**src/addr_filter_pkg.sv**
```systemverilog
// shared widths, fifo sizes, address windows and payload types for the filter
// window bounds are inclusive; pipeline windows are checked before the msi window
// lock, cache and prot fields are not carried

package addr_filter_pkg;

  // ------------------------------------------------------------
  // widths and depths
  localparam int ID_W   = 4;
  localparam int ADDR_W = 64;
  localparam int DATA_W = 32;
  localparam int STRB_W = DATA_W / 8;

  // ready drops once the fill level reaches depth - slack
  localparam int WR_FIFO_DEPTH  = 16;
  localparam int WR_FIFO_SLACK  = 4;
  localparam int RD_FIFO_DEPTH  = 8;
  localparam int RD_FIFO_SLACK  = 3;
  localparam int RSP_FIFO_DEPTH = 8;
  localparam int RSP_FIFO_SLACK = 3;

  // ------------------------------------------------------------
  // address windows
  localparam logic [ADDR_W-1:0] PIPE0_START = 64'h0000_0000_8000_0000;
  localparam logic [ADDR_W-1:0] PIPE0_END   = 64'h0000_0000_FFFF_FFFF;
  localparam logic [ADDR_W-1:0] PIPE1_START = 64'h0000_0008_8000_0000;
  localparam logic [ADDR_W-1:0] PIPE1_END   = 64'h0000_0009_FFFF_FFFF;
  localparam logic [ADDR_W-1:0] MSI_START   = 64'h0000_0000_2001_8000;
  localparam logic [ADDR_W-1:0] MSI_END     = 64'h0000_0000_2001_807F;

  // ------------------------------------------------------------
  // payloads
  // shared by write and read address channels
  typedef struct packed {
    logic [ID_W-1:0]   id;
    logic [ADDR_W-1:0] addr;
    logic [7:0]        len;
    logic [2:0]        size;
    logic [1:0]        burst;
  } ax_req_t;

  typedef struct packed {
    logic [DATA_W-1:0] data;
    logic [STRB_W-1:0] strb;
    logic              last;
  } w_beat_t;

  typedef struct packed {
    logic [ID_W-1:0] id;
    logic [1:0]      resp;
  } b_rsp_t;

  typedef enum logic [1:0] {
    ROUTE_DP,
    ROUTE_MSI,
    ROUTE_DROP
  } route_t;

  // window match; anything outside all three is dropped
  function automatic route_t decode_route(input logic [ADDR_W-1:0] addr);
    route_t route;
    if ((addr >= PIPE0_START && addr <= PIPE0_END) ||
        (addr >= PIPE1_START && addr <= PIPE1_END)) begin
      route = ROUTE_DP;
    end else if (addr >= MSI_START && addr <= MSI_END) begin
      route = ROUTE_MSI;
    end else begin
      route = ROUTE_DROP;
    end
    return route;
  endfunction

endpackage
```
**src/addr_filter.sv**
```systemverilog
// axi address filter between one ingress master and the datapath and msi slaves
// aw, w and ar payloads are shared by both egress sets and only the valids differ
// requests outside every window are discarded without a response

`timescale 1ns/100ps

module addr_filter
  import addr_filter_pkg::*;
(
  input  var logic    clk
 ,input  var logic    rst

  // ingress
 ,input  var ax_req_t igr_aw
 ,input  var logic    igr_aw_valid
 ,output var logic    igr_aw_ready
 ,input  var w_beat_t igr_w
 ,input  var logic    igr_w_valid
 ,output var logic    igr_w_ready
 ,output var b_rsp_t  igr_b
 ,output var logic    igr_b_valid
 ,input  var logic    igr_b_ready
 ,input  var ax_req_t igr_ar
 ,input  var logic    igr_ar_valid
 ,output var logic    igr_ar_ready

  // datapath egress
 ,output var ax_req_t dp_aw
 ,output var logic    dp_aw_valid
 ,input  var logic    dp_aw_ready
 ,output var w_beat_t dp_w
 ,output var logic    dp_w_valid
 ,input  var logic    dp_w_ready
 ,input  var b_rsp_t  dp_b
 ,input  var logic    dp_b_valid
 ,output var logic    dp_b_ready
 ,output var ax_req_t dp_ar
 ,output var logic    dp_ar_valid
 ,input  var logic    dp_ar_ready

  // msi egress
 ,output var ax_req_t msi_aw
 ,output var logic    msi_aw_valid
 ,input  var logic    msi_aw_ready
 ,output var w_beat_t msi_w
 ,output var logic    msi_w_valid
 ,input  var logic    msi_w_ready
 ,input  var b_rsp_t  msi_b
 ,input  var logic    msi_b_valid
 ,output var logic    msi_b_ready
 ,output var ax_req_t msi_ar
 ,output var logic    msi_ar_valid
 ,input  var logic    msi_ar_ready
);

  ax_req_t egr_aw;
  w_beat_t egr_w;
  ax_req_t egr_ar;

  // ------------------------------------------------------------
  // shared fifo heads fan out to both slaves
  assign dp_aw  = egr_aw;
  assign msi_aw = egr_aw;
  assign dp_w   = egr_w;
  assign msi_w  = egr_w;
  assign dp_ar  = egr_ar;
  assign msi_ar = egr_ar;

  wr_router u_wr_router (
    .clk          (clk),
    .rst          (rst),
    .igr_aw       (igr_aw),
    .igr_aw_valid (igr_aw_valid),
    .igr_aw_ready (igr_aw_ready),
    .igr_w        (igr_w),
    .igr_w_valid  (igr_w_valid),
    .igr_w_ready  (igr_w_ready),
    .egr_aw       (egr_aw),
    .egr_w        (egr_w),
    .dp_aw_valid  (dp_aw_valid),
    .dp_w_valid   (dp_w_valid),
    .msi_aw_valid (msi_aw_valid),
    .msi_w_valid  (msi_w_valid),
    .dp_aw_ready  (dp_aw_ready),
    .dp_w_ready   (dp_w_ready),
    .msi_aw_ready (msi_aw_ready),
    .msi_w_ready  (msi_w_ready)
  );

  rd_router u_rd_router (
    .clk          (clk),
    .rst          (rst),
    .igr_ar       (igr_ar),
    .igr_ar_valid (igr_ar_valid),
    .igr_ar_ready (igr_ar_ready),
    .egr_ar       (egr_ar),
    .dp_ar_valid  (dp_ar_valid),
    .msi_ar_valid (msi_ar_valid),
    .dp_ar_ready  (dp_ar_ready),
    .msi_ar_ready (msi_ar_ready)
  );

  b_rsp_merge u_b_rsp_merge (
    .clk         (clk),
    .rst         (rst),
    .dp_b        (dp_b),
    .dp_b_valid  (dp_b_valid),
    .dp_b_ready  (dp_b_ready),
    .msi_b       (msi_b),
    .msi_b_valid (msi_b_valid),
    .msi_b_ready (msi_b_ready),
    .igr_b       (igr_b),
    .igr_b_valid (igr_b_valid),
    .igr_b_ready (igr_b_ready)
  );

endmodule

```
**src/b_rsp_merge.sv**
```systemverilog
// write response merge from both slaves onto the ingress B channel
// msi responses win whenever one is buffered
// slave readies are registered from each fifo's fill level

`timescale 1ns/100ps

module b_rsp_merge
  import addr_filter_pkg::*;
(
  input  var logic   clk
 ,input  var logic   rst
 ,input  var b_rsp_t dp_b
 ,input  var logic   dp_b_valid
 ,output var logic   dp_b_ready
 ,input  var b_rsp_t msi_b
 ,input  var logic   msi_b_valid
 ,output var logic   msi_b_ready
 ,output var b_rsp_t igr_b
 ,output var logic   igr_b_valid
 ,input  var logic   igr_b_ready
);

  b_rsp_t dp_head;
  b_rsp_t msi_head;
  logic   dp_empty;
  logic   msi_empty;
  logic   dp_pop;
  logic   msi_pop;

  // ------------------------------------------------------------
  // per-slave response buffers
  axi_fifo #(
    .payload_t (b_rsp_t),
    .DEPTH     (RSP_FIFO_DEPTH),
    .SLACK     (RSP_FIFO_SLACK)
  ) u_dp_fifo (
    .clk        (clk),
    .rst        (rst),
    .push_data  (dp_b),
    .push_valid (dp_b_valid),
    .push_ready (dp_b_ready),
    .pop_data   (dp_head),
    .empty      (dp_empty),
    .pop        (dp_pop)
  );

  axi_fifo #(
    .payload_t (b_rsp_t),
    .DEPTH     (RSP_FIFO_DEPTH),
    .SLACK     (RSP_FIFO_SLACK)
  ) u_msi_fifo (
    .clk        (clk),
    .rst        (rst),
    .push_data  (msi_b),
    .push_valid (msi_b_valid),
    .push_ready (msi_b_ready),
    .pop_data   (msi_head),
    .empty      (msi_empty),
    .pop        (msi_pop)
  );

  // ------------------------------------------------------------
  // datapath head only when no msi response waits
  assign igr_b_valid = !msi_empty || !dp_empty;
  assign igr_b       = msi_empty ? dp_head : msi_head;
  assign msi_pop     = !msi_empty && igr_b_ready;
  assign dp_pop      = msi_empty && !dp_empty && igr_b_ready;

endmodule

```
**src/rd_router.sv**
```systemverilog
// read address routing by window; out-of-range reads pop at once and vanish
// read data does not pass through this block

`timescale 1ns/100ps

module rd_router
  import addr_filter_pkg::*;
(
  input  var logic    clk
 ,input  var logic    rst
 ,input  var ax_req_t igr_ar
 ,input  var logic    igr_ar_valid
 ,output var logic    igr_ar_ready
 ,output var ax_req_t egr_ar
 ,output var logic    dp_ar_valid
 ,output var logic    msi_ar_valid
 ,input  var logic    dp_ar_ready
 ,input  var logic    msi_ar_ready
);

  logic   ar_empty;
  logic   ar_pop;
  route_t ar_route;

  axi_fifo #(
    .payload_t (ax_req_t),
    .DEPTH     (RD_FIFO_DEPTH),
    .SLACK     (RD_FIFO_SLACK)
  ) u_ar_fifo (
    .clk        (clk),
    .rst        (rst),
    .push_data  (igr_ar),
    .push_valid (igr_ar_valid),
    .push_ready (igr_ar_ready),
    .pop_data   (egr_ar),
    .empty      (ar_empty),
    .pop        (ar_pop)
  );

  assign ar_route     = decode_route(egr_ar.addr);
  assign dp_ar_valid  = !ar_empty && (ar_route == ROUTE_DP);
  assign msi_ar_valid = !ar_empty && (ar_route == ROUTE_MSI);

  // pop on the chosen slave's ready, or straight away when dropped
  assign ar_pop = (dp_ar_valid && dp_ar_ready) ||
                  (msi_ar_valid && msi_ar_ready) ||
                  (!ar_empty && (ar_route == ROUTE_DROP));

endmodule

```
**src/wr_router.sv**
```systemverilog
// write address and data routing; a burst starts only when both heads are present
// address and first beat leave together, later beats follow the held route
// dropped bursts are flushed one beat per cycle with no response

`timescale 1ns/100ps

module wr_router
  import addr_filter_pkg::*;
(
  input  var logic    clk
 ,input  var logic    rst
 ,input  var ax_req_t igr_aw
 ,input  var logic    igr_aw_valid
 ,output var logic    igr_aw_ready
 ,input  var w_beat_t igr_w
 ,input  var logic    igr_w_valid
 ,output var logic    igr_w_ready
 ,output var ax_req_t egr_aw
 ,output var w_beat_t egr_w
 ,output var logic    dp_aw_valid
 ,output var logic    dp_w_valid
 ,output var logic    msi_aw_valid
 ,output var logic    msi_w_valid
 ,input  var logic    dp_aw_ready
 ,input  var logic    dp_w_ready
 ,input  var logic    msi_aw_ready
 ,input  var logic    msi_w_ready
);

  logic   aw_empty;
  logic   w_empty;
  logic   aw_pop;
  logic   w_pop;
  logic   burst_pending;
  logic   burst_start;
  route_t start_route;
  route_t held_route;

  // ------------------------------------------------------------
  // ingress buffers
  axi_fifo #(
    .payload_t (ax_req_t),
    .DEPTH     (WR_FIFO_DEPTH),
    .SLACK     (WR_FIFO_SLACK)
  ) u_aw_fifo (
    .clk        (clk),
    .rst        (rst),
    .push_data  (igr_aw),
    .push_valid (igr_aw_valid),
    .push_ready (igr_aw_ready),
    .pop_data   (egr_aw),
    .empty      (aw_empty),
    .pop        (aw_pop)
  );

  axi_fifo #(
    .payload_t (w_beat_t),
    .DEPTH     (WR_FIFO_DEPTH),
    .SLACK     (WR_FIFO_SLACK)
  ) u_w_fifo (
    .clk        (clk),
    .rst        (rst),
    .push_data  (igr_w),
    .push_valid (igr_w_valid),
    .push_ready (igr_w_ready),
    .pop_data   (egr_w),
    .empty      (w_empty),
    .pop        (w_pop)
  );

  // ------------------------------------------------------------
  // route selection
  assign start_route = decode_route(egr_aw.addr);
  assign burst_start = !aw_empty && !w_empty && !burst_pending;

  always_comb begin
    dp_aw_valid  = 1'b0;
    dp_w_valid   = 1'b0;
    msi_aw_valid = 1'b0;
    msi_w_valid  = 1'b0;
    aw_pop       = 1'b0;
    w_pop        = 1'b0;
    if (burst_start) begin
      // address plus first beat popped together
      case (start_route)
        ROUTE_DP: begin
          dp_aw_valid = 1'b1;
          dp_w_valid  = 1'b1;
          aw_pop      = dp_aw_ready & dp_w_ready;
        end
        ROUTE_MSI: begin
          msi_aw_valid = 1'b1;
          msi_w_valid  = 1'b1;
          aw_pop       = msi_aw_ready & msi_w_ready;
        end
        default: aw_pop = 1'b1;
      endcase
      w_pop = aw_pop;
    end else if (burst_pending && !w_empty) begin
      // remaining beats of the open burst
      case (held_route)
        ROUTE_DP: begin
          dp_w_valid = 1'b1;
          w_pop      = dp_w_ready;
        end
        ROUTE_MSI: begin
          msi_w_valid = 1'b1;
          w_pop       = msi_w_ready;
        end
        default: w_pop = 1'b1;
      endcase
    end
  end

  // burst tracking
  always_ff @(posedge clk) begin
    if (rst) begin
      burst_pending <= 1'b0;
      held_route    <= ROUTE_DROP;
    end else begin
      if (aw_pop) begin
        held_route <= start_route;
      end
      if (w_pop) begin
        burst_pending <= !egr_w.last;
      end
    end
  end

  // a start that is not taken keeps presenting the same address and first beat
  a_start_held : assert property (
    @(posedge clk) disable iff (rst)
    burst_start && !aw_pop |=> burst_start && $stable(egr_aw) && $stable(egr_w)
  );

endmodule

```
**src/axi_fifo.sv**
```systemverilog
// show-ahead synchronous fifo whose head is valid whenever empty is low
// push_ready is registered from the fill level; SLACK must cover its one-cycle lag
// DEPTH of at least 2; pointers wrap explicitly so any depth works

`timescale 1ns/100ps

module axi_fifo #(
  parameter type payload_t = logic,
  parameter int  DEPTH     = 16,
  parameter int  SLACK     = 4
) (
  input  var logic     clk
 ,input  var logic     rst
 ,input  var payload_t push_data
 ,input  var logic     push_valid
 ,output var logic     push_ready
 ,output var payload_t pop_data
 ,output var logic     empty
 ,input  var logic     pop
);

  payload_t mem [DEPTH];

  logic [$clog2(DEPTH)-1:0]   wr_ptr;
  logic [$clog2(DEPTH)-1:0]   rd_ptr;
  logic [$clog2(DEPTH+1)-1:0] count;
  logic                       do_push;

  assign do_push  = push_valid & push_ready;
  assign empty    = (count == '0);
  assign pop_data = mem[rd_ptr];

  // storage
  always_ff @(posedge clk) begin
    if (do_push) begin
      mem[wr_ptr] <= push_data;
    end
  end

  // pointers, fill level and registered ready
  always_ff @(posedge clk) begin
    if (rst) begin
      wr_ptr     <= '0;
      rd_ptr     <= '0;
      count      <= '0;
      push_ready <= 1'b0;
    end else begin
      push_ready <= (count < DEPTH - SLACK);
      if (do_push) begin
        wr_ptr <= (wr_ptr == DEPTH - 1) ? '0 : wr_ptr + 1'b1;
      end
      if (pop) begin
        rd_ptr <= (rd_ptr == DEPTH - 1) ? '0 : rd_ptr + 1'b1;
      end
      case ({do_push, pop})
        2'b10:   count <= count + 1'b1;
        2'b01:   count <= count - 1'b1;
        default: count <= count;
      endcase
    end
  end

  // ------------------------------------------------------------
  // checks
  // the registered ready with its slack must stop pushes before overflow
  a_no_overflow : assert property (
    @(posedge clk) disable iff (rst)
    do_push |-> (count < DEPTH)
  );

  // the consumer must only pop a valid head
  a_no_underflow : assert property (
    @(posedge clk) disable iff (rst)
    pop |-> !empty
  );

endmodule

```
**config.mk**
```make
export PLATFORM = sky130hd
export DESIGN_NAME = addr_filter
export DESIGN_NICKNAME = d
export VERILOG_FILES = /design/src/addr_filter_pkg.sv /design/src/addr_filter.sv /design/src/b_rsp_merge.sv /design/src/rd_router.sv /design/src/wr_router.sv /design/src/axi_fifo.sv
export SDC_FILE = /design/constraint.sdc
export NUM_CORES = 2
export LEC_CHECK = 0
export BUFFER_PORTS_ARGS = -buffer_cell sky130_fd_sc_hd__buf_2
export CAP_MARGIN = 20
export CELL_PAD_IN_SITES_DETAIL_PLACEMENT = 0
export CELL_PAD_IN_SITES_GLOBAL_PLACEMENT = 1
export CORE_ASPECT_RATIO = 1.4
export CORE_UTILIZATION = 50
export CTS_CLUSTER_DIAMETER = 80
export DETAILED_ROUTE_END_ITERATION = 8
export PLACE_DENSITY = 0.85
export SYNTH_ARGS = -nofsm -noshare
export SYNTH_HDL_FRONTEND = slang
export SYNTH_HIERARCHICAL = 1
export SYNTH_SLANG_ARGS = --single-unit
```
**constraint.sdc**
```tcl
create_clock -name clk -period 26.6 [get_ports clk]
set_input_delay 2.66 -clock clk [delete_from_list [all_inputs] [get_ports clk]]
set_output_delay 2.66 -clock clk [all_outputs]
set_load 0.05 [all_outputs]
```
==> impl_metrics.csv <==
group,metric,value,unit
cts,cts-root-buf,"clkbuf_16",
synth,synthArstFlopShare,0,
pwr,p_leak,37.3,nW
cts,post_cts_resized,0,
global_route,antenna_found_initial,60,
synth,synth_flop_cell,"edfxtp_1",
timing,maxSlewViolCount,0,
route,first_pass_iters,6,
route,drtAntennaViolNets,0,
timing,rsz0062_at_grt,"false",
floorplanning,fp-row-count,199,
finish,fin_cells,8050,
setup_path,worstSetupPathType,"reg2out",
setup_path,crit_fanout,69,
timing,fin_worst_skew,0.0564,ns
route,drc_errors,0,
finish,area_growth,12.1,%
global_route,grt_overflow,0,
floorplanning,coreArea,0.210,mm^2
timing,setup_violations,0,
cts,cts_sinks,2713,
synth,syn-cell-area,0.106,mm^2
floorplanning,die-area,0.213,mm^2
timing,post-route-period-util,0.349,
timing,fin_ws,17.33,ns
pwr,vdd_drop_max,0.0964,mV
timing,finalHoldViolCount,0,
synth,ys_warn_count,6,
synth,syn_area_per_cell,23.8,um^2
route,wl,239000,um
pwr,p_total,11.1,mW
worst_hold_path,min_path_type,"reg2reg",
route,drt-initial-drc-count,4717,
cts,clock_path_buffers,4,
synth,syn_nets,4700,
cts,clk_latency,0.87,ns
floorplanning,initial_core_util,0.503,
route,vias,48678,
floorplanning,pin_count,641,
place,portBuffers,640,
pwr,seq_power_share,0.438,
place,hpwl,127000,um
global_route,grt_start_max_net_pins,133,
cts,hold_buffers,0,
timing,max_freq,0.108,GHz
synth,synth_cells,4438,
flow_run,maxCapViolCount,0,
floorplanning,dieHeight,546,um
finish,utilization,0.564,
place,dp.cells,7588,
route,routedWlPerCell,29.7,um
setup_path,arrival,6.61,ns
pwr,p_sw_frac,0.309,
pwr,power-per-cell-area,93.9,mW/mm^2
cts,cts_tree,"done",
cts,cts.htree.levels,4,
global_route,grt_pass1_wl,342000,um
place,pre_cts_ws,18.15,ns
finish,drive_above_1_share,0.376,
timing,fin_tns_setup,0,ns
route,routed_via_density,6.05,
cts,cts_buffers,239,
timing,period_needed,9.27,ns
place,place.gp.congestion,0.766,
setup_path,end_kind,"output port",
timing,relSlewSlack,0.207,
pwr,internal-power,7.68,mW
global_route,grt_pass1_vias,49756,
timing,worst_pin_slew,1.19,ns
setup_path,critical_path_required,23.94,ns
pwr,p_sw,3.44,mW
finish,ff_latch_area,0.0807,mm^2
synth,yosysSeqAreaShare,0.764,
synth,synth_cell_types,54,
finish,fillCellCount,14636,
synth,ys_seq_elements,2713,
synth,synth_edf_count,2632,
floorplanning,die_w,390,um
global_route,grt.total_usage,0.222,
finish,fin_nets,5279,
pwr,p_clk_frac,0.310,
finish,multiInputGateArea,0.0223,mm^2
pwr,p_comb_frac,0.253,
setup_path,cp-start-kind,"flip-flop",
outcome,outcome,"completed",
cts,postCtsSetupRepairBufs,0,
cts,cts.clk_slew.worst_paths,0.06,ns
-- cell usage in the layout, fill, tap and decap left out, types with 4 or more instances in the layout --
cell and instances:
mux4_1 88, nand2b_1 10, xor2_1 19, buf_2 640, clkinv_4 11, or3_1 12
clkinvlp_4 15, nor3_2 14, ha_1 37, nor2b_1 13, bufinv_16 26, dfxtp_1 70
and2_1 6, mux4_2 688, diode_2 28, nor2_4 25, nor3_1 25, nand4_1 8
a21oi_1 42, clkbuf_8 4, clkbuf_16 239, a211oi_1 4, dfxtp_4 9, clkbuf_1 45
nor4_2 11, inv_16 4, buf_4 92, mux2_2 23, nand3_1 13, mux2_4 86
nor2_1 56, inv_1 13, nand2_1 42, edfxtp_1 2632, mux2i_1 14, o21ai_0 20
clkinv_1 33, clkinv_2 46, nor4_1 22
-- synth_stat cells (all sizes together), types with 3 or more instances --
cell,n,area [um^2]
ha,37,463
mux2,109,1550
mux2i,14,140
nor2b,13,81.3
nor2,81,304
dfxtp,81,1620
nor4,33,263
buf,318,2550
a211oi,4,30.0
nor3b,3,22.5
o31ai,3,27.5
or2,4,25.0
nand4,8,50.1
xor2,19,166
or3,12,75.1
inv,13,48.8
a21oi,42,210
nand2b,10,62.6
and3b,3,27.5
nor3,39,195
nand2,42,158
nand3,13,65.1
edfxtp,2632,79000
clkbuf,80,303
mux4,776,17800
a211o,3,28.8
o21ai,20,100
and2,6,37.5
-- per-stage QoR --
step / instance area [um^2] / hold slack [ns]
after floorplan: 106000 / 0.432
after global placement: 111000 / 0.459
after detailed placement: 111000 / 0.476
after CTS: 118000 / 0.483
after global routing: 118000 / 0.518
final: 118000 / 0.476
-- path summary, 6_finish.rpt --
| check | cells past startpoint | startpoint | end | slack, ns |
|---|---|---|---|---|
| setup / recovery | 10 | flip-flop | msi_w_valid | 17.33 |
| hold / removal | 1 | u_wr_router/u_aw_fifo/count[4]$_SDFFE_PP0P_ | u_wr_router/u_aw_fifo/push_ready$_SDFF_PP0_ | 0.48 |
| setup reg to reg | 16 | flip-flop | u_wr_router/u_w_fifo/count[4]$_SDFFE_PP0P_ | 19.37 |
| hold reg to reg | 1 | u_wr_router/u_aw_fifo/count[4]$_SDFFE_PP0P_ | u_wr_router/u_aw_fifo/push_ready$_SDFF_PP0_ | 0.48 |
-- final cells by class --
class	instances	area share
Multi-Input combinational cell	1314	0.189
Tap cell	2814	0.0297
Sequential cell	2713	0.682
Timing Repair Buffer	736	0.0336
Antenna cell	28	0.000592
Clock buffer	288	0.0524
Inverter	13	0.000412
Clock inverter	144	0.0131
-- logic make-up (layout without fill, tap and decap cells) --
logic type,count (synthesis),in the layout,synth area share
DFF,2713,2713,0.764
muxes,899,899,0.185
buffers and inverters,411,1181,0.0274
and+or+nand+nor,275,275,0.0135
AOI/OAI and AO/OA,84,84,0.00476
adders and majority gates,37,37,0.00438
xor gates and xnor gates,19,19,0.00158
other,0,28,0
-- sequential cells by signal (all words and copies together) (netlist names), 3 cells and up, named ones only --
name and cells:
u_rd_router/u_ar_fifo/count 4, u_rd_router/u_ar_fifo/rd_ptr 3, u_b_rsp_merge/u_msi_fifo/rd_ptr 3, u_b_rsp_merge/u_dp_fifo/rd_ptr 3, u_wr_router/u_w_fifo/rd_ptr 4, u_wr_router/u_aw_fifo/mem 1296, u_wr_router/u_aw_fifo/count 5, u_b_rsp_merge/u_dp_fifo/count 4
u_b_rsp_merge/u_msi_fifo/count 4, u_wr_router/u_w_fifo/mem 592, u_wr_router/u_w_fifo/wr_ptr 4, u_wr_router/u_aw_fifo/wr_ptr 4, u_b_rsp_merge/u_msi_fifo/wr_ptr 3, u_rd_router/u_ar_fifo/wr_ptr 3, u_rd_router/u_ar_fifo/mem 648, u_b_rsp_merge/u_dp_fifo/mem 48
u_b_rsp_merge/u_dp_fifo/wr_ptr 3, u_wr_router/u_aw_fifo/rd_ptr 4, u_wr_router/u_w_fifo/count 5, u_b_rsp_merge/u_msi_fifo/mem 48
-- power groups by stage --
stage	registers [mW]	logic (mW)	clock network, mW
after global routing	4.88	2.94	3.64
final	4.87	2.81	3.44
after CTS	4.87	2.83	3.50
after floorplan	4.89	2.48	0
after global placement	4.96	2.78	0
after detailed placement	4.97	2.81	0
-- routing by layer --
metal  vias to the layer above  track usage  share of wire
met5                         -            0         0.0016
li1                      19895            -              -
met2                      2640        0.376           0.51
met3                       522       0.0579           0.11
met4                        58       0.0683          0.030
met1                     25563        0.279           0.35
-- worst max-delay path, stage by stage (launching register included) --
cell	delay, ns
dfxtp_4	1.03
buf_4	0.83
buf_4	0.84
mux4_2	0.43
mux4_2	0.53
nor3_1	0.44
nand3_1	0.23
nor2_1	0.38
and3_1	0.46
a21o_1	0.15
buf_2	0.26
Note: power is estimated with default switching activity, not from simulation.
